[src/nnPkg.sv]
package nnPkg;

	//////////////////////////////////////////////////
	// data sizes
	//////////////////////////////////////////////////

	localparam int WORD_W = 32; // one float, one bus word
	localparam int FAN_IN = 15; // inputs per neuron

	//////////////////////////////////////////////////
	// store address map, in words
	//////////////////////////////////////////////////

	localparam int STORE_AW = 7; // 128 words

	localparam int ACT_BASE = 0; // activations 0 .. FAN_IN-1

	// one region per neuron: weights first, bias last
	localparam int NEURON_BASE = 16;
	localparam int REGION_W = 16;

	//////////////////////////////////////////////////
	// wishbone register space
	//////////////////////////////////////////////////

	// adr bit that selects registers over the store
	localparam int REG_SPACE = 7;

	localparam int CTRL_OFS = 0;   // write 1 to bit n starts neuron n
	localparam int STATUS_OFS = 1; // bit n is busy of neuron n
	localparam int RESULT_OFS = 2; // plus n for neuron n

endpackage
[src/paramStore.sv]
`timescale 1ns/100ps

module paramStore import nnPkg::*; #(
	parameter int NUM_NEURONS = 2
) (
	input  logic                            clk,
	input  logic                            arstN,
	input  logic                            hReq,
	input  logic                            hWe,
	input  logic [STORE_AW-1:0]             hAddr,
	input  logic [WORD_W-1:0]               hWdata,
	output logic                            hGnt,
	output logic [WORD_W-1:0]               hRdata,
	input  logic [NUM_NEURONS-1:0]          nReq,
	input  logic [NUM_NEURONS*STORE_AW-1:0] nAddr,
	output logic [NUM_NEURONS-1:0]          nGnt,
	output logic [WORD_W-1:0]               nRdata
);

	localparam int REQ_N = NUM_NEURONS + 1; // host is index 0
	localparam int PTR_W = $clog2(REQ_N);

	logic [REQ_N-1:0]    reqAll;
	logic [REQ_N-1:0]    gntAll;
	logic [PTR_W-1:0]    lastWin;
	logic [PTR_W-1:0]    winIdx;
	logic                anyGnt;
	logic                doWrite;
	logic [STORE_AW-1:0] selAddr;
	logic [WORD_W-1:0]   rdReg;
	logic [WORD_W-1:0]   mem [2**STORE_AW];

	assign reqAll = {nReq, hReq};

	//////////////////////////////////////////////////
	// round robin, search starts after last winner
	//////////////////////////////////////////////////
	always_comb
	begin
		int cand;
		gntAll = '0;
		winIdx = lastWin;
		anyGnt = 1'b0;
		for (int k = 1; k <= REQ_N; k++)
		begin
			cand = (int'(lastWin) + k) % REQ_N;
			if (!anyGnt && reqAll[cand])
			begin
				anyGnt = 1'b1;
				winIdx = PTR_W'(cand);
				gntAll[cand] = 1'b1;
			end
		end
	end

	always_comb
	begin
		if (winIdx == '0)
			selAddr = hAddr;
		else
			selAddr = nAddr[(int'(winIdx) - 1)*STORE_AW +: STORE_AW];
	end

	assign doWrite = gntAll[0] && hWe; // only the host writes
	assign hGnt = gntAll[0];
	assign nGnt = gntAll[REQ_N-1:1];

	always_ff @(posedge clk or negedge arstN)
	begin
		if (!arstN)
			lastWin <= PTR_W'(REQ_N - 1); // host wins first
		else if (anyGnt)
			lastWin <= winIdx;
	end

	always_ff @(posedge clk)
	begin
		if (anyGnt)
		begin
			if (doWrite)
				mem[selAddr] <= hWdata;
			else
				rdReg <= mem[selAddr];
		end
	end

	// one read register, only the granted side samples it
	assign hRdata = rdReg;
	assign nRdata = rdReg;

	assert property (@(posedge clk) disable iff (!arstN) $onehot0(gntAll));

endmodule

[config.mk]
export PLATFORM = sky130hd
export DESIGN_NAME = paramStore
export DESIGN_NICKNAME = d
export VERILOG_FILES = /design/src/nnPkg.sv /design/src/paramStore.sv
export SDC_FILE = /design/constraint.sdc
export NUM_CORES = 2
export LEC_CHECK = 0
export BUFFER_PORTS_ARGS = -buffer_cell sky130_fd_sc_hd__buf_2
export CAP_MARGIN = 20
export CELL_PAD_IN_SITES_DETAIL_PLACEMENT = 1
export CELL_PAD_IN_SITES_GLOBAL_PLACEMENT = 2
export CORE_UTILIZATION = 35
export CTS_CLUSTER_SIZE = 14
export DETAILED_ROUTE_END_ITERATION = 10
export PLACE_DENSITY_LB_ADDON = 0.25
export REMOVE_ABC_BUFFERS = 1
export SYNTH_ARGS = -nofsm -noshare
export SYNTH_HDL_FRONTEND = slang
export SYNTH_SLANG_ARGS = --single-unit
[constraint.sdc]
create_clock -name clk -period 8.9 [get_ports clk]
set_clock_uncertainty 0.1 [all_clocks]
set_input_delay 0.445 -clock clk [delete_from_list [all_inputs] [get_ports clk]]
set_output_delay 0.445 -clock clk [all_outputs]
set_load 0.05 [all_outputs]
==> impl_summary.md <==
Clock network
The number of buffers created by CTS is 451. The clock tree synthesis step divided the H-tree into 5 levels. The clock latency on the worst-skew pair is roughly 1.0 ns. The clock passes through at most 4 buffers. The clock tree from TritonCTS is done. CTS placed an instance of sky130_fd_sc_hd__clkbuf_16 at the clock tree root. The buffer count from post-CTS setup fixing is 0. The clock sink count is approximately 4,100. After clock tree synthesis, the clock-pin slew on the worst setup and hold paths is approximately 0.060 ns.

Yosys
The portion of the post-synthesis area used by sequential elements is ~76%. The combinational family with the most area after synthesis is multiplexers. The count of warnings emitted by yosys is 0.

The portion of netlist area occupied by mux cells is 9.24%. The cell count after synthesis is between 9,000 and 10,000. After Yosys synthesis, XOR and XNOR cells account for 0% of the synthesized area.

The adder and majority gate portion of the synthesized area is 0.0535%. The post-synthesis area per instance is approximately 17 um2. The synthesized design contains between 4,000 and 5,000 enable-type register cells. After synthesis the netlist holds a flip-flop and latch count of between 4,000 and 5,000. Of all flip-flops after synthesis, the portion carrying an async set or reset was 0.0484%. The dominant register cell in the synthesized netlist is sky130_fd_sc_hd__edfxtp_1. Summing the areas of all compound-gate instances in the mapped netlist gives 8.20% of the synthesized area. The cell area after synthesis is approximately 0.16 mm2. The post-synthesis share of cell area spent on and, or, nand and nor gates is 4.59%. The count of different cell masters after synthesis is 66.

STA
Dividing the final minimum period by the clock period gives between 90% and 100%. The clock period minus final worst setup slack is roughly 8.6 ns. Measured against its own limit, the worst slew margin works out to a little under a fifth.

At the pin with the least slew margin, the transition time is around 1.2 ns. The number of endpoints with negative hold slack in the final report is 0. In the final timing run, aggregate negative setup slack is 0 ns. The final count of pins violating max slew is 0. The final setup violation count is 0. The worst hold margin is a little under 0.2 ns. The highest clock rate is 116 MHz.

Finish
For this run, the post-layout net count is between 10,000 and 15,000. The area growth from synthesis to layout is 15.6%. The library cell used most frequently in the layout, excluding fill and tap cells, is sky130_fd_sc_hd__edfxtp_1.

The layout has 45,600 filler cells. The sequential cell area is 0.124 mm2. The area of combinational cells with multiple inputs is 0.0372 mm2. Leaving out fill and tap cells, the most frequent cells in the layout are sky130_fd_sc_hd__edfxtp_1, sky130_fd_sc_hd__mux2i_1, sky130_fd_sc_hd__nand2_1. Once layout is complete, the cells apart from fillers number roughly 17,000. The post-route netlist has between 10% and 20% of its cells at a drive strength greater than 1.

Die
The floorplan step set the die width to approximately 700 um. The initial utilization of the core area, before any placement, comes to a little over a third. The total die area is roughly 0.47 mm2. The I/O pin count is around 130. In this run the core area contains 250 standard-cell rows. The vertical die dimension is between 600 and 700 um. The area of the core is roughly 0.46 mm2.

Drt
The final route contains just under 100k vias. The number of design-rule violations left by the first detailed-router iteration is between 10,000 and 15,000. After detailed routing, the number of remaining DRC violations is 0. After detailed routing, the average wire length per cell comes to approximately 35 um.

The detailed-routing iteration count for the pre-antenna-repair pass is 5. Once detail routing completed, the nets flagged for antenna violations numbered 0. The total length of routed wires is 582 mm. The vias per cell is between 5 and 6.

Run status
The flow ran to the end, and the final reports show no timing, DRC or antenna violations.

Placement
The count of placed standard cells including taps is ~16,000. The sum of net half-perimeters after detailed placement is approximately 340 mm. The number of I/O port buffers is 125. The last weighted congestion value of the routability-driven placer is approximately 0.85.

Critical path
The worst setup path is launched from a flop. The startpoint identified for the worst register-to-register timing path is lastWin[1]. The path depth of the worst reg2reg path is 20. For the worst setup path, the data arrival time is 9.26 ns.

The slowest stage of the critical path belongs to the cell sky130_fd_sc_hd__or4_1. The nature of the critical path endpoint is a flop. The worst-path maximum fanout is slightly below 80. The critical path required time is between 9 and 10 ns. The classification of the worst setup path is flop to flop. The delay of the slowest cell on the worst path is 0.72 ns.

The endpoint of the worst-slack reg-to-reg timing path is hRdata[21]. The signal on the critical path passes through ha_1, a21boi_1, a2111oi_4, o21ai_0, o21a_1, inv_1, ha_1, nor2_1, and3_1, o2111ai_1, o211ai_1, buf_4, nor2_4, buf_12, buf_6, o21a_1, a22oi_1, o21ai_0, a41oi_2, or4_1. Setup slack on the worst reg-to-reg path comes out at between 0.2 and 0.3 ns. Grouping stages by cell kind, the critical path spends the most delay in compound AO/OA/AOI/OAI gates. Counting both buffers and inverters, the worst setup path holds a total of 4.

Global route
The via count of the first global-routing pass is around 100,000. The global-route wire length before repair is 798 mm. The number of antenna violations at the first check in global routing was just under 90. Global routing consumed, over all layers together, between 20 and 25% of the routing resources.

The total congestion overflow is 0. Entering global routing, the biggest net connects 116 pins.

Worst hold path
The type of the worst min-delay path is primary input to async pin.

Flow run
Max-cap violations in this run came to 0.
## repair_timing
item | in CTS | in global routing
endpoints found under the hold margin | 1724 | 0
hold buffers | 37 | 0
setup endpoints to repair | 0 | 7
resized for setup | 0 | 1
## kinds of logic (layout without fill, tap and decap cells)
kind of cell | count (synthesis) | count (layout)
buffers and inverters | 762 | 1516
multiplexers | 1255 | 1255
flip-flops | 4130 | 4130
adder cells (fa/ha/maj) | 7 | 7
AND/OR/NAND/NOR | 1642 | 1642
other | 0 | 81
AO/OA/AOI/OAI | 2039 | 2039
## worst register-to-register path, stage by stage, from the launching register on
cell and delay, ns:
sky130_fd_sc_hd__dfstp_2 0.57, sky130_fd_sc_hd__ha_1 0.44, sky130_fd_sc_hd__a21boi_1 0.21, sky130_fd_sc_hd__a2111oi_4 0.49, sky130_fd_sc_hd__o21ai_0 0.22, sky130_fd_sc_hd__o21a_1 0.25
sky130_fd_sc_hd__inv_1 0.12, sky130_fd_sc_hd__ha_1 0.51, sky130_fd_sc_hd__nor2_1 0.27, sky130_fd_sc_hd__and3_1 0.30, sky130_fd_sc_hd__o2111ai_1 0.16, sky130_fd_sc_hd__o211ai_1 0.46
sky130_fd_sc_hd__buf_4 0.34, sky130_fd_sc_hd__nor2_4 0.67, sky130_fd_sc_hd__buf_12 0.47, sky130_fd_sc_hd__buf_6 0.54, sky130_fd_sc_hd__o21a_1 0.21, sky130_fd_sc_hd__a22oi_1 0.09
sky130_fd_sc_hd__o21ai_0 0.51, sky130_fd_sc_hd__a41oi_2 0.67, sky130_fd_sc_hd__or4_1 0.73
## metrics by stage
step	util, %	cell area [um2]	setup slack [ns]
floorplan	-	160000	-45.30
global placement	37.5	174000	-0.0666
detailed placement	37.6	175000	0.00191
CTS	40.7	189000	0.00938
global route	40.7	189000	-0.159
finish	40.7	189000	0.294
## routing by layer
layer	routed length (um)	vias to the layer above	track usage, %
met5	165	-	0
met1	244000	52300	33.0
met3	44200	819	4.11
met4	22400	24	8.66
li1	-	40200	-
met2	271000	3754	38.6
## how the worst max path moves through the flow
stage / slack [ns] / start / endpoint / cells past startpoint
floorplan: -45.30 / lastWin[1] / mem[102][0] / 14
global placement: -0.07 / lastWin[1] / hRdata[21] / 20
detailed placement: 0.002 / lastWin[1] / hRdata[18] / 20
CTS: 0.009 / lastWin[1] / hRdata[21] / 20
global route: -0.16 / lastWin[0] / hRdata[21] / 21
finish: 0.29 / lastWin[1] / hRdata[21] / 20
## cell usage after synthesis, drive strengths merged (10+ instances only)
cell type,number,share of area (%)
a211oi,194,0.89
a21o,65,0.30
a21oi,388,1.2
a22oi,132,0.61
a311oi,192,1.0
a31oi,32,0.12
a41oi,96,0.51
and3,196,0.75
buf,332,1.2
clkbuf,421,0.97
edfxtp,4128,76
mux2,96,0.66
mux2i,963,5.9
mux4,196,2.7
nand2,959,2.2
nand3,81,0.25
nand4,192,0.73
nor2,105,0.25
nor3,48,0.15
o21a,196,0.90
o21ai,425,1.3
o22a,33,0.18
o22ai,259,0.99
or2,10,0.038
or4,32,0.15
## state kept, by name, indices dropped and copies added, names as in the netlist
signal   flops
hRdata      32
mem       4096
lastWin      2
## final cells by class
class | count | share of cell area (%)
Multi-Input combinational cell | 4943 | 19.7
Antenna cell | 81 | 0.107
Clock inverter | 271 | 1.15
Timing Repair Buffer | 685 | 3.20
Sequential cell | 4130 | 65.5
Inverter | 9 | 0.0205
Tap cell | 6174 | 4.08
Clock buffer | 551 | 6.23
Power is not shown: default switching activity piles up to over one toggle a cycle in this logic, so the estimate is an artifact.
