File: src/nnPkg.sv
package nnPkg;

	//////////////////////////////////////////////////
	// data sizes
	//////////////////////////////////////////////////

	localparam int WORD_W = 32; // one float, one bus word
	localparam int FAN_IN = 15; // inputs per neuron

	//////////////////////////////////////////////////
	// store address map, in words
	//////////////////////////////////////////////////

	localparam int STORE_AW = 7; // 128 words

	localparam int ACT_BASE = 0; // activations 0 .. FAN_IN-1

	// one region per neuron: weights first, bias last
	localparam int NEURON_BASE = 16;
	localparam int REGION_W = 16;

	//////////////////////////////////////////////////
	// wishbone register space
	//////////////////////////////////////////////////

	// adr bit that selects registers over the store
	localparam int REG_SPACE = 7;

	localparam int CTRL_OFS = 0;   // write 1 to bit n starts neuron n
	localparam int STATUS_OFS = 1; // bit n is busy of neuron n
	localparam int RESULT_OFS = 2; // plus n for neuron n

endpackage
File: src/neuronUnit.sv
`timescale 1ns/100ps

module neuronUnit import nnPkg::*; #(
	parameter int BASE = NEURON_BASE
) (
	input  logic                clk,
	input  logic                arstN,
	input  logic                start,
	output logic                busy,
	output logic [WORD_W-1:0]   result,
	output logic                req,
	output logic [STORE_AW-1:0] addr,
	input  logic                gnt,
	input  logic [WORD_W-1:0]   rdata
);

	localparam int IDX_W = $clog2(FAN_IN);

	typedef enum logic [2:0] {
		stIdle,
		stFetchAct,
		stFetchWgt,
		stAccum,
		stFetchBias,
		stAddBias,
		stDone
	} stateT;

	stateT             state;
	logic [IDX_W-1:0]  idx;
	logic              gntD;   // rdata valid this cycle
	logic [WORD_W-1:0] acc;
	logic [WORD_W-1:0] actReg;
	logic [WORD_W-1:0] prod;
	logic [WORD_W-1:0] addB;
	logic [WORD_W-1:0] sum;

	fpMul uMul (
		.a(actReg),
		.b(rdata),
		.p(prod)
	);

	fpAdd uAdd (
		.a(acc),
		.b(addB),
		.s(sum)
	);

	assign busy = (state != stIdle);
	assign addB = (state == stAddBias) ? rdata : prod; // bias goes in unscaled

	always_comb
	begin
		req = 1'b0;
		addr = '0;
		case (state)
			stFetchAct:
			begin
				req = 1'b1;
				addr = STORE_AW'(ACT_BASE) + STORE_AW'(idx);
			end
			stFetchWgt:
			begin
				req = 1'b1;
				addr = STORE_AW'(BASE) + STORE_AW'(idx);
			end
			stFetchBias:
			begin
				req = 1'b1;
				addr = STORE_AW'(BASE + FAN_IN);
			end
			default:
				req = 1'b0;
		endcase
	end

	always_ff @(posedge clk or negedge arstN)
	begin
		if (!arstN)
		begin
			state <= stIdle;
			idx <= '0;
			gntD <= 1'b0;
			acc <= '0;
			result <= '0;
		end
		else
		begin
			gntD <= gnt;
			case (state)
				stIdle:
					if (start)
					begin
						acc <= '0;
						idx <= '0;
						state <= stFetchAct;
					end
				stFetchAct:
					if (gnt)
						state <= stFetchWgt;
				stFetchWgt:
					if (gnt)
						state <= stAccum;
				stAccum:
				begin
					acc <= sum;
					if (idx == IDX_W'(FAN_IN - 1))
						state <= stFetchBias;
					else
					begin
						idx <= idx + 1'b1;
						state <= stFetchAct;
					end
				end
				stFetchBias:
					if (gnt)
						state <= stAddBias;
				stAddBias:
				begin
					acc <= sum;
					state <= stDone;
				end
				stDone:
				begin
					result <= acc[WORD_W-1] ? '0 : acc; // rectifier
					state <= stIdle;
				end
				default:
					state <= stIdle;
			endcase
		end
	end

	// activation arrives while the weight request is pending
	always_ff @(posedge clk)
		if (state == stFetchWgt && gntD)
			actReg <= rdata;

	assert property (@(posedge clk) disable iff (!arstN)
		(!busy && !start) |=> !req);

	assert property (@(posedge clk) disable iff (!arstN)
		(req && !gnt) |=> (req && $stable(addr)));

endmodule

File: src/fpAdd.sv
`timescale 1ns/100ps

module fpAdd import nnPkg::*; (
	input  logic [WORD_W-1:0] a,
	input  logic [WORD_W-1:0] b,
	output logic [WORD_W-1:0] s
);

	logic              aZero;
	logic              bZero;
	logic [WORD_W-1:0] big;
	logic [WORD_W-1:0] lesser;
	logic [7:0]        expDiff;
	logic [23:0]       mBig;
	logic [23:0]       mSmall;
	logic [24:0]       mSum;   // bit 24 holds the carry
	logic [24:0]       mNorm;
	logic [4:0]        lz;
	logic [8:0]        expOut;

	assign aZero = (a[30:23] == 8'd0);
	assign bZero = (b[30:23] == 8'd0);

	always_comb
	begin
		// exponent and fraction compare as one unsigned field
		if (a[30:0] >= b[30:0])
		begin
			big = a;
			lesser = b;
		end
		else
		begin
			big = b;
			lesser = a;
		end

		expDiff = big[30:23] - lesser[30:23];
		mBig = {1'b1, big[22:0]};
		mSmall = {1'b1, lesser[22:0]} >> expDiff; // truncating align

		if (big[31] == lesser[31])
			mSum = {1'b0, mBig} + {1'b0, mSmall};
		else
			mSum = {1'b0, mBig} - {1'b0, mSmall};

		//////////////////////////////////////////////////
		// normalize so the leading one ends up at bit 24
		//////////////////////////////////////////////////
		lz = 5'd0;
		for (int i = 0; i < 25; i++)
			if (mSum[i])
				lz = 5'(24 - i);
		mNorm = mSum << lz;
		expOut = {1'b0, big[30:23]} + 9'd1 - {4'b0000, lz};

		if (aZero)
			s = bZero ? '0 : b;
		else if (bZero)
			s = a;
		else if (mSum == '0)
			s = '0; // exact cancellation gives +0
		else if (expOut[8] || expOut == 9'd0)
			s = '0;
		else
			s = {big[31], expOut[7:0], mNorm[23:1]};
	end

endmodule

File: src/fpMul.sv
`timescale 1ns/100ps

module fpMul import nnPkg::*; (
	input  logic [WORD_W-1:0] a,
	input  logic [WORD_W-1:0] b,
	output logic [WORD_W-1:0] p
);

	logic        sign;
	logic        zeroIn;
	logic [47:0] mantProd;
	logic [9:0]  expSum;  // two spare bits for under and overflow
	logic [9:0]  expNorm;
	logic [22:0] frac;

	assign zeroIn = (a[30:23] == 8'd0) || (b[30:23] == 8'd0); // denormals count as zero

	always_comb
	begin
		sign = a[31] ^ b[31];
		mantProd = {1'b1, a[22:0]} * {1'b1, b[22:0]};
		expSum = {2'b00, a[30:23]} + {2'b00, b[30:23]} - 10'd127;

		// product of two 1.x mantissas lies in [1, 4)
		if (mantProd[47])
		begin
			frac = mantProd[46:24];
			expNorm = expSum + 10'd1;
		end
		else
		begin
			frac = mantProd[45:23];
			expNorm = expSum;
		end

		if (zeroIn)
			p = '0;
		else if (expNorm[9] || expNorm == 10'd0)
			p = '0; // underflow flushes to zero
		else
			p = {sign, expNorm[7:0], frac};
	end

endmodule

File: config.mk
export PLATFORM = sky130hd
export DESIGN_NAME = neuronUnit
export DESIGN_NICKNAME = d
export VERILOG_FILES = /design/src/nnPkg.sv /design/src/neuronUnit.sv /design/src/fpAdd.sv /design/src/fpMul.sv
export SDC_FILE = /design/constraint.sdc
export NUM_CORES = 2
export LEC_CHECK = 0
export BUFFER_PORTS_ARGS = -buffer_cell sky130_fd_sc_hd__buf_2
export CAP_MARGIN = 0
export CORE_MARGIN = 2
export CORE_UTILIZATION = 35
export CTS_CLUSTER_DIAMETER = 40
export DETAILED_ROUTE_END_ITERATION = 7
export PLACE_DENSITY = 0.54
export SETUP_SLACK_MARGIN = 0.15
export SLEW_MARGIN = 20
export SYNTH_ARGS = -nofsm -noshare
export SYNTH_HDL_FRONTEND = slang
export SYNTH_HIERARCHICAL = 1
export SYNTH_SLANG_ARGS = --single-unit
export TNS_END_PERCENT = 50
File: constraint.sdc
create_clock -name clk -period 42.8 [get_ports clk]
set_input_delay 4.28 -clock clk [delete_from_list [all_inputs] [get_ports clk]]
set_output_delay 4.28 -clock clk [all_outputs]
set_load 0.02 [all_outputs]
==> impl_metrics.ini <==
[status]
status = finished clean

[setup_path]
endpoint_kind = flop
rr_worst_depth = 79
r2r_slack_ns = 19.09
crit_fanout = 65
critPathMaxStageDelay_ns = 0.74
arrival_ns = 27.50
critPathSlowestCell = or4b_1
cp_top_family = simple AND/OR/NAND/NOR gates
cp-start-kind = primary input
path_common_cell = inv_1
required_ns = 43.09
timing.rr.start = actReg[22]
critPathKind = in -> reg
critical_path.n_buffers_inverters = 14
r2r_end = acc[16]

[clocking]
holdBufCountCts = 0
cts_tree = yes
cts_setup_buffers = 0
cts_sinks = 103
cts_buffer_depth = 2
cts-root-buf = clkbuf_16
clk_pin_slew_ns = 0.09
htreeDepth = 3
ctsResizeCount = 0
clkLatencyLatePin_ns = 0.40
numCtsBuffers = 9

[logic_synthesis]
synth_ff_type = dfrtp_1
synth_seq_area_share_pct = 8.379
synth_warnings = 6
syn_area_sq_um = 32670
synth_top_area_share_pct = 29.65
synth_edf_count = 32
synth_area_per_cell_sq_um = 8.272
syn-instance-count = 3950
synth_area_leader_cell = fa_1
synthTopCellsByArea = fa_1, ha_1, inv_1
synth_seq_cells = 103
async_flop_share_pct = 68.93
synth_cell_types = 109

[route]
drt_iter0_markers = 2113
top_layer = met4
drt_pre_antenna_iters = 7
via_per_inst = 5.376
wl_microns = 107400
drcViolationCount = 0
routedWlPerCell_microns = 20.91
dr_total_vias = 27600
met3_length_microns = 5004
wirelength_met1_microns = 47820
ant_nets = 0
dr_wl_met2_microns = 50780

[layout]
drive_gt1_share_pct = 6.961
layout_common_cells = inv_1, nand2_1, fa_1
area_growth_pct = 5.204
mostFrequentLayoutCell = inv_1
final_nets = 4649

[floorplan]
fp.dieH_microns = 309.5
dieWidth_microns = 309.5
io_pins = 77
core_sq_um = 92910
initial_utilization_pct = 35.17
floorplan.die_area_sq_um = 95820
placement_rows = 112

[timing]
rsz0062_at_grt = no
fin_crit_sh_pct = 63.57
slew_viol_final = 0
worst_slew_pin_slew_ns = 1.124
hold_viol = 0
period_needed_ns = 27.21
finalSetupViolations = 0
max_freq_ghz = 0.03675
fin_tns_setup_ns = 0
slew_headroom_pct = 25.08
fin_skew_ns = 0.01872

[grt]
grt_pass1_vias = 28260
grt_start_max_net_pins = 70
grt-ovfl-total = 0
antenna_found_initial = 5
grt_pass1_wl_microns = 168600
grt_util_all_layers_pct = 22.72

[worst_hold_path]
worstHoldStart = result[14]
hold-path-cell-count = 2
hp-class = reg -> reg
hold_end = result[14]

[job]
maxCapViolCount = 0

[placed_design]
gp_congestion = 0.9508
io_buffers = 73
dp_hpwl_microns = 83600
[tightest hold or removal path: stages, from the launching register on]
cell and delay, ns:
dfrtp_1 0.34, nand2_1 0.04, o21ai_0 0.06
[sequential cells by signal, indices dropped and copies added, names as in the netlist]
register	count
idx	4
state	3
result	31
actReg	32
acc	32
gntD	1
[stage by stage]
step / hold slack, ns / setup WS [ns] / utilization (%) / area, sq um / std cells
after floorplan: 0.4887 / 19.87 / - / 32680 / 3952
after global placement: 0.4621 / 15.89 / 36.67 / 34070 / 5117
after detailed placement: 0.4690 / 15.53 / 36.67 / 34070 / 5117
after CTS: 0.4918 / 15.86 / 37.00 / 34370 / 5133
after global routing: 0.5046 / 14.02 / 37.00 / 34370 / 5133
final: 0.4840 / 15.59 / 37.00 / 34370 / 5134
[synthesized netlist by cell type, drive strengths merged (16+ instances only)]
cell type  number
nor2          198
a211oi         24
o21a           17
a31oi          25
nor2b          20
fa            484
o22ai          16
o21bai         18
xnor2          53
and3           19
and2          231
dfrtp          71
clkbuf        148
o21ai         203
buf            63
ha            255
nand2         523
o211ai         17
nand2b         58
mux2i         105
edfxtp         32
xor2           30
nor3           39
inv           654
nand4          41
a22o           40
mux2           70
a21o           38
a21oi         157
nand3          49
a22oi          24
a221oi         18
[layer usage]
metal	vias up	GRT usage, %
li1	12760	-
met2	852	38.10
met4	0	7.688
met5	-	0
met3	167	1.892
met1	13820	30.82
[cell type report]
cell class	instances	area (sq um)
Fill cell	9836	58530
Inverter	658	2470
Tap cell	1254	1569
Multi-Input combinational cell	2980	26550
Clock buffer	9	225.2
Antenna cell	1	2.502
Sequential cell	103	2738
Clock inverter	7	81.33
Timing Repair Buffer	122	735.7
[worst max-delay path by stage]
stage / start / end / slack (ns) / cells past startpoint
after global routing: rdata[8] / acc[13] / 14.02 / 85
after CTS: rdata[8] / acc[13] / 15.86 / 83
after detailed placement: rdata[8] / acc[13] / 15.53 / 83
after floorplan: rdata[3] / acc[26] / 19.87 / 86
after global placement: rdata[8] / acc[31] / 15.89 / 86
final: rdata[8] / acc[16] / 15.59 / 83
[kinds of logic after synthesis]
| family | share of synthesized area, % |
|---|---|
| buffers and inverters | 10.48 |
| AOI/OAI and AO/OA | 14.70 |
| xor gates and xnor gates | 2.225 |
| muxes | 6.012 |
| other | 0.01148 |
| adders and majority gates | 39.42 |
| DFF | 8.379 |
| and+or+nand+nor | 18.77 |
Power is not shown: default switching activity piles up to over one toggle a cycle in this logic, so the estimate is an artifact.
