**src/nnPkg.sv**
```systemverilog
package nnPkg;

	//////////////////////////////////////////////////
	// data sizes
	//////////////////////////////////////////////////

	localparam int WORD_W = 32; // one float, one bus word
	localparam int FAN_IN = 15; // inputs per neuron

	//////////////////////////////////////////////////
	// store address map, in words
	//////////////////////////////////////////////////

	localparam int STORE_AW = 7; // 128 words

	localparam int ACT_BASE = 0; // activations 0 .. FAN_IN-1

	// one region per neuron: weights first, bias last
	localparam int NEURON_BASE = 16;
	localparam int REGION_W = 16;

	//////////////////////////////////////////////////
	// wishbone register space
	//////////////////////////////////////////////////

	// adr bit that selects registers over the store
	localparam int REG_SPACE = 7;

	localparam int CTRL_OFS = 0;   // write 1 to bit n starts neuron n
	localparam int STATUS_OFS = 1; // bit n is busy of neuron n
	localparam int RESULT_OFS = 2; // plus n for neuron n

endpackage
```
**src/hostBridge.sv**
```systemverilog
`timescale 1ns/100ps

module hostBridge import nnPkg::*; #(
	parameter int NUM_NEURONS = 2
) (
	input  logic                          clk,
	input  logic                          arstN,
	input  logic                          cyc,
	input  logic                          stb,
	input  logic                          we,
	input  logic [REG_SPACE:0]            adr,
	input  logic [WORD_W-1:0]             datW,
	output logic [WORD_W-1:0]             datR,
	output logic                          ack,
	output logic                          hReq,
	output logic                          hWe,
	output logic [STORE_AW-1:0]           hAddr,
	output logic [WORD_W-1:0]             hWdata,
	input  logic                          hGnt,
	input  logic [WORD_W-1:0]             hRdata,
	output logic [NUM_NEURONS-1:0]        start,
	input  logic [NUM_NEURONS-1:0]        busy,
	input  logic [NUM_NEURONS*WORD_W-1:0] result
);

	logic                 active;
	logic                 regSel;
	logic                 regAcc;   // register access, first cycle only
	logic                 ctrlWr;
	logic                 storeAck; // current ack came from the store
	logic [REG_SPACE-1:0] offs;
	logic [WORD_W-1:0]    regMux;
	logic [WORD_W-1:0]    regDat;

	assign active = cyc && stb;
	assign regSel = adr[REG_SPACE];
	assign offs = adr[REG_SPACE-1:0];
	assign regAcc = active && regSel && !ack;
	assign ctrlWr = regAcc && we && (offs == REG_SPACE'(CTRL_OFS));

	//////////////////////////////////////////////////
	// store port, held until granted
	//////////////////////////////////////////////////
	assign hReq = active && !regSel && !ack; // !ack stops a second request
	assign hWe = we;
	assign hAddr = adr[STORE_AW-1:0];
	assign hWdata = datW;

	always_comb
	begin
		int ri;
		ri = int'(offs) - RESULT_OFS;
		regMux = '0; // CTRL reads back as zero
		if (offs == REG_SPACE'(STATUS_OFS))
			regMux[NUM_NEURONS-1:0] = busy;
		else if (ri >= 0 && ri < NUM_NEURONS)
			regMux = result[ri*WORD_W +: WORD_W];
	end

	always_ff @(posedge clk or negedge arstN)
	begin
		if (!arstN)
		begin
			ack <= 1'b0;
			storeAck <= 1'b0;
			start <= '0;
		end
		else
		begin
			ack <= regAcc || hGnt;
			storeAck <= hGnt;
			start <= ctrlWr ? datW[NUM_NEURONS-1:0] : '0; // one cycle pulse
		end
	end

	always_ff @(posedge clk)
		if (regAcc)
			regDat <= regMux;

	assign datR = storeAck ? hRdata : regDat;

	assert property (@(posedge clk) disable iff (!arstN) ack |=> !ack);

endmodule

```
**config.mk**
```make
export PLATFORM = sky130hd
export DESIGN_NAME = hostBridge
export DESIGN_NICKNAME = d
export VERILOG_FILES = /design/src/nnPkg.sv /design/src/hostBridge.sv
export SDC_FILE = /design/constraint.sdc
export NUM_CORES = 1
export LEC_CHECK = 0
export BUFFER_PORTS_ARGS = -buffer_cell sky130_fd_sc_hd__buf_2
export CAP_MARGIN = 20
export CORE_AREA = 3 3 84 86
export DETAILED_ROUTE_END_ITERATION = 6
export DIE_AREA = 0 0 87 89
export MAX_ROUTING_LAYER = met4
export PLACE_DENSITY = 0.87
export SYNTH_ARGS = -nofsm -noshare
export SYNTH_HDL_FRONTEND = slang
export SYNTH_SLANG_ARGS = --single-unit
```
**constraint.sdc**
```tcl
create_clock -name clk -period 3.9 [get_ports clk]
set_input_delay 0.585 -clock clk [delete_from_list [all_inputs] [get_ports clk]]
set_output_delay 0.585 -clock clk [all_outputs]
set_load 0.005 [all_outputs]
```
==> results of run 1 <==
[kinds of logic (layout without fill, tap and decap cells)]
kind of cell / count (synthesis) / after routing / share of synthesized area [%]
mux: 64 / 64 / 28.5
buf+inv: 53 / 171 / 16.4
simple gates: 45 / 45 / 9.29
flops: 36 / 36 / 44.5
compound gates: 2 / 2 / 0.420
fa+ha+maj: 1 / 1 / 0.525
xor+xnor: 1 / 1 / 0.367
[worst reg2reg max path: stages, from the launching register on]
cell	delay [ps]
dfrtp_1	410
and4b_2	840
nand3_1	200
nor3_1	220
[metrics by stage]
stage / setup WS (ps) / std cells / util, % / area, µm² / total power [W]
detailed placement: 1570 / 389 / 45.8 / 2910 / 0.000607
global route: 1320 / 397 / 47.1 / 2990 / 0.000893
CTS: 1390 / 397 / 47.1 / 2990 / 0.000858
global placement: 1740 / 389 / 45.8 / 2910 / 0.000600
floorplan: 1920 / 202 / - / 2380 / 0.000546
finish: 1450 / 397 / 47.1 / 2990 / 0.000843
[power breakdown]
part / switching (W) / total, W / internal [W]
Sequential: 0.00000548 / 0.000431 / 0.000426
Clock: 0.000123 / 0.000247 / 0.000124
Combinational: 0.0000664 / 0.000164 / 0.0000976
[state kept, by name (all words and copies together) (netlist names)]
signal,count
ack,1
regDat,32
start,2
storeAck,1
[layer usage]
metal  GRT usage [%]  vias up  wire (µm)  part of all wire (%)
li1                -      905          -                     -
met1            14.8      853       2020                    36
met2            25.9       97       3110                    55
met3            3.59       13        449                   8.0
met4            5.95        0         60                   1.1
met5               -        -          0                     0
[layout make-up]
cell class | count | area share (%)
inverters | 2 | 0.251
flip-flops and latches | 36 | 35.5
clock buffers | 7 | 2.55
multi-input cells | 113 | 31.3
repair buffers | 161 | 27.1
well taps | 77 | 3.22
clock inverters | 1 | 0.126
[cells in the final DEF, fill, tap and decap left out, types with 2 or more instances in the layout]
cell type / netlist / final
inv_1: 2 / 2
buf_2: 3 / 159
nand2_1: 3 / 3
clkbuf_1: 1 / 2
nor2_1: 30 / 30
edfxtp_1: 32 / 32
nor3_1: 4 / 4
dfrtp_1: 4 / 4
buf_4: 44 / 2
nand3_1: 3 / 3
clkbuf_8: 0 / 5
mux2_1: 2 / 2
mux2_2: 30 / 30
mux2i_1: 32 / 32
o21ai_0: 2 / 2
[worst paths after layout]
check,from,to,slack [ps],depth (start not counted)
setup reg to reg,ack,start[0],2160,3
min in group clk,hGnt,storeAck,430,1
setup / recovery,storeAck,datR[22],1450,3
hold reg to reg,ack,regDat[8],1170,1
hold / removal,arstN,ack,100,1
max in group asynchronous,arstN,storeAck,3680,1
==> results.md, run 1 <==
* TritonCTS Buffers at 5
* CP max FO at 18
* Io pins at 220
* Gate Count Post-Synth at 202
* Dpl hpwl at 4560 µm
* Routed Antenna Nets at 0
* Post-Syn Area at 2380 µm²
* First-pass GRT wire length at 8370 µm
* Iter 0 DRT Violations at 34
* Main synth FF type: edfxtp_1
* Post-CTS Resized at 0
* CP Capture Type: output port
* Outcome: finished clean
* Final Setup Violations at 0
* MaxCap Viol Count at 0
* Core region area at 6350 µm²
* Post-CTS Setup Bufs at 0
* GRT Util Overall at 14.4%
* Yosys Warn Count at 0
* Fill cells at 598
* Seq/Total Area, Yosys at 44.5%
* Final WL at 5640 µm
* Worst-path clk slew at 70 ps
* Peak VDD IR at 0.000200 V
* PwrDens at 282 nW/µm²
* Vias in the first global route at approximately 1900
* GRT overflow at 0
* Synth Area per Inst at between 10 and 15 µm²
* Clk_lat worst skew at 280 ps
* CTS root buf: clkbuf_8
* CP Cell Sequence: buf_4 > mux2_2 > buf_2
* Slowest CP cell: dfrtp_1
* Worst relative slew slack at 46.5%
* Crit path time final at 2450 ps
* CP Class: reg2out
* Unique cell type count in the Yosys netlist at 22
* Yosys top cell area share at between 40% and 50%
* Wire per inst at 14.2 µm
* RSZ-0062 raised after global routing: no
* CTS tree: yes
* Initial Util at a little under two fifths
* Antenna Cells at 0
* Post-route setup TNS at 0 ps
* Hold Path Class: in2async
* Register area at 1060 µm²
* # DRC at 0
* # hold bufs at CTS at 0
* Post-Syn Nets at about 350
* Final Hold Vio Count at 0
* Layout area overhead at 25.4%
* Crit path largest cell delay at 730 ps
* CP top delay family: flip-flops
* Initial antenna violation count at 0
* Number of port buffers at ~160
* Cell taking the most area after synthesis: edfxtp_1
* Fin. max-slew vios at 0
* Count leader, synth: buf_4
* Initial DRT Pass Iterations at 4
* Die Wd at 87 µm
* Leakage at approximately 1.4 nW
* Slew @ Worst Pin at 803 ps
* Proportion of layout cells with a drive suffix above 1 at about 63%
* Synth top cells by count: 44 x buf_4, 32 x edfxtp_1, 32 x mux2i_1
* DR vias/cell at 4.71
* Area of the die at just under 8000 µm²
* Multi-input gate area at 935 µm²
* Asr flop ratio synth at 11.1%
* CP arrival at roughly 1900 ps
* Synth area leaders: edfxtp_1 40%, mux2_2 14%, buf_4 14%
* RePlAce Congestion at 0.790
* Buffer depth of the longest clock path at 2
* Startpoint Class: flip-flop
* Pin count of the biggest net entering global routing at 35
* Nets at 464
* Worst endpoint required time at about 3300 ps
* Crit share post-route at 62.9%
* Clock H-tree levels at 2
* Fin Clk Skew at 3.96 ps
* WHS at between 100 and 150 ps
* Vias at 1868
* Flops & latches, synth at 36
* CP bufs+invs at 2
* Max Fclk at a little over 400 MHz
* Die height at slightly below 90 µm
* Post-synth EDFFs at 32
* FP Rows at 29
* Clock Sinks at 36
Note: power is estimated with default switching activity, not from simulation.
==> run 2: changes to the inputs <==
CORE_AREA = default   (was 3 3 84 86)
CORE_MARGIN = 3   (was default)
CORE_UTILIZATION = 38   (was default)
DIE_AREA = default   (was 0 0 87 89)
PLACE_DENSITY = 0.89   (was 0.87)
clock period = 2.34 ns   (was 3.9 ns; I/O delays follow)
==> results.md, run 2 (synthesis results as in run 1) <==
* Post-route setup TNS at 0 ps
* Post-CTS Resized at 0
* Crit path time final at 1780 ps
* Antenna Cells at 0
* GRT Util Overall at 15.9%
* First-pass GRT wire length at 8850 µm
* Dpl hpwl at about 4600 µm
* Layout area overhead at 27.9%
* Buffer depth of the longest clock path at 2
* Iter 0 DRT Violations at 43
* Max reg flops at 32
* Clk_lat worst skew at 280 ps
* Fin. max-slew vios at 0
* Largest reg by FF count: regDat
* Io pins at 220
* Hold Path Class: in2reg
* Biggest regs: regDat (32), start (2)
* Number of port buffers at about 160
* Initial antenna violation count at 0
* # DRC at 0
* PwrDens at 502 nW/µm²
* Leakage at 1.38 nW
* Peak VDD IR at 0.000227 V
* Proportion of layout cells with a drive suffix above 1 at ~63%
* Fin Clk Skew at 7.49 ps
* Routed Antenna Nets at 0
* TritonCTS Buffers at 5
* Most frequent cells in the layout: 159 x buf_2, 32 x mux2i_1, 32 x edfxtp_1
* Vias at 1845
* Initial Util at around 40%
* Outcome: finished clean
* Clock H-tree levels at 2
* Startpoint Class: flip-flop
* Design Area, Final at just over 3000 µm²
* GRT overflow at 0
* FP Rows at 28
* Fill cells at 538
* Wire per inst at around 14 µm
* Nets at 466
* Vias in the first global route at between 1500 and 2000
* Multi-input gate area at ~930 µm²
* Worst endpoint required time at ~2500 ps
* Worst Hold Endpoint: storeAck
* Total Power at 0.00153 W
* DR vias/cell at 4.65
* CP arrival at 1970 ps
* GR Util met1 at between 15 and 20%
* Final Setup Violations at 0
* Initial DRT Pass Iterations at 4
* Register area at 1060 µm²
* CTS root buf: clkbuf_8
* Flop2flop setup slack at between 500 and 600 ps
* GRT met3 Usage at 3.40%
* M2 GR Usage at roughly 30%
* Die Wd at 85.2 µm
* Final Util at 50.9%
* RSZ-0062 raised after global routing: no
* Clock Sinks at 36
* RePlAce Congestion at 0.768
* Worst hold path depth at 1
* Commonest non-fill, non-tap cell in the layout: buf_2
* CP max FO at 34
* Final cell count without fillers at 397
* GR peak layer: met2
* Cell Count Post-Placement at 388
* CP Class: reg2reg
* FF-to-FF path depth at 3
* Die height at 85.2 µm
* Critical hold path startpoint: hGnt
* Final WL at 5700 µm
* Worst-path clk slew at 70 ps
* MaxCap Viol Count at 0
* CTS tree: yes
* Final Hold Vio Count at 0
* Slew @ Worst Pin at 791 ps
* Core region area at about 6000 µm²
* Area of the die at 7260 µm²
* Pin count of the biggest net entering global routing at 35
* Worst relative slew slack at 47.3%
* Reg2reg end: start[0]
* Max Fclk at approximately 560 MHz
* CP Capture Type: flip-flop
* Placed cell area at 2930 µm²
* Crit share post-route at 76.0%
* Worst R2R Start: ack
==> run 2: cell count changes in the layout (fill, tap and decap cells not counted) <==
cell / previous run / this run
buf_12: 0 / 1
bufinv_16: 0 / 1
clkbuf_1: 2 / 0
clkinv_1: 1 / 0
clkinv_2: 0 / 1
clkinvlp_4: 0 / 1
dlygate4sd3_1: 0 / 1
==> run 2: critical path, cell delays in order (launching register included) <==
cell	delay (ps)
dfrtp_1	400
and4b_2	820
nand3_1	210
nor3_1	250
==> run 2: timing repair <==
| item | 4_1_cts | 5_1_grt |
|---|---|---|
| hold buffers | 1 | 0 |
| buffers inserted | 0 | 0 |
| endpoints found under the hold margin | 4 | 0 |
==> run 2: routing by layer <==
metal / vias up / wire [µm]
met1: 833 / 1990
met5: - / 0
met4: 0 / 106
met2: 88 / 3180
met3: 15 / 419
li1: 909 / -
==> run 2: final cells by class <==
type	count	share of cell area, %
flip-flops and latches	36	34.8
inverters	2	0.246
multi-input cells	113	30.7
repair buffers	163	27.6
clock inverters	3	1.40
clock buffers	5	2.26
well taps	75	3.08
==> run 2: where the power goes <==
part / leakage, nW / internal [W] / switching (W)
registers: 0.300 / 0.000710 / 0.00000495
logic: 1.03 / 0.000167 / 0.000119
clock network: 0.0541 / 0.000315 / 0.000215
total: 1.38 / 0.00119 / 0.000339
==> run 2: stage by stage <==
stage	hold slack, ps	worst slack (ps)
floorplan	55.4	504
CTS	179	523
global placement	158	481
detailed placement	163	429
finish	190	562
global route	169	340
==> run 2: worst max path at each step <==
stage,endpoint,startpoint,slack (ps),cells past startpoint
after floorplan,start[0],ack,500,3
after global placement,regDat[0],adr[1],480,6
after detailed placement,regDat[0],adr[1],430,6
after CTS,start[0],ack,520,3
after global routing,start[0],ack,340,3
final,start[0],ack,560,3
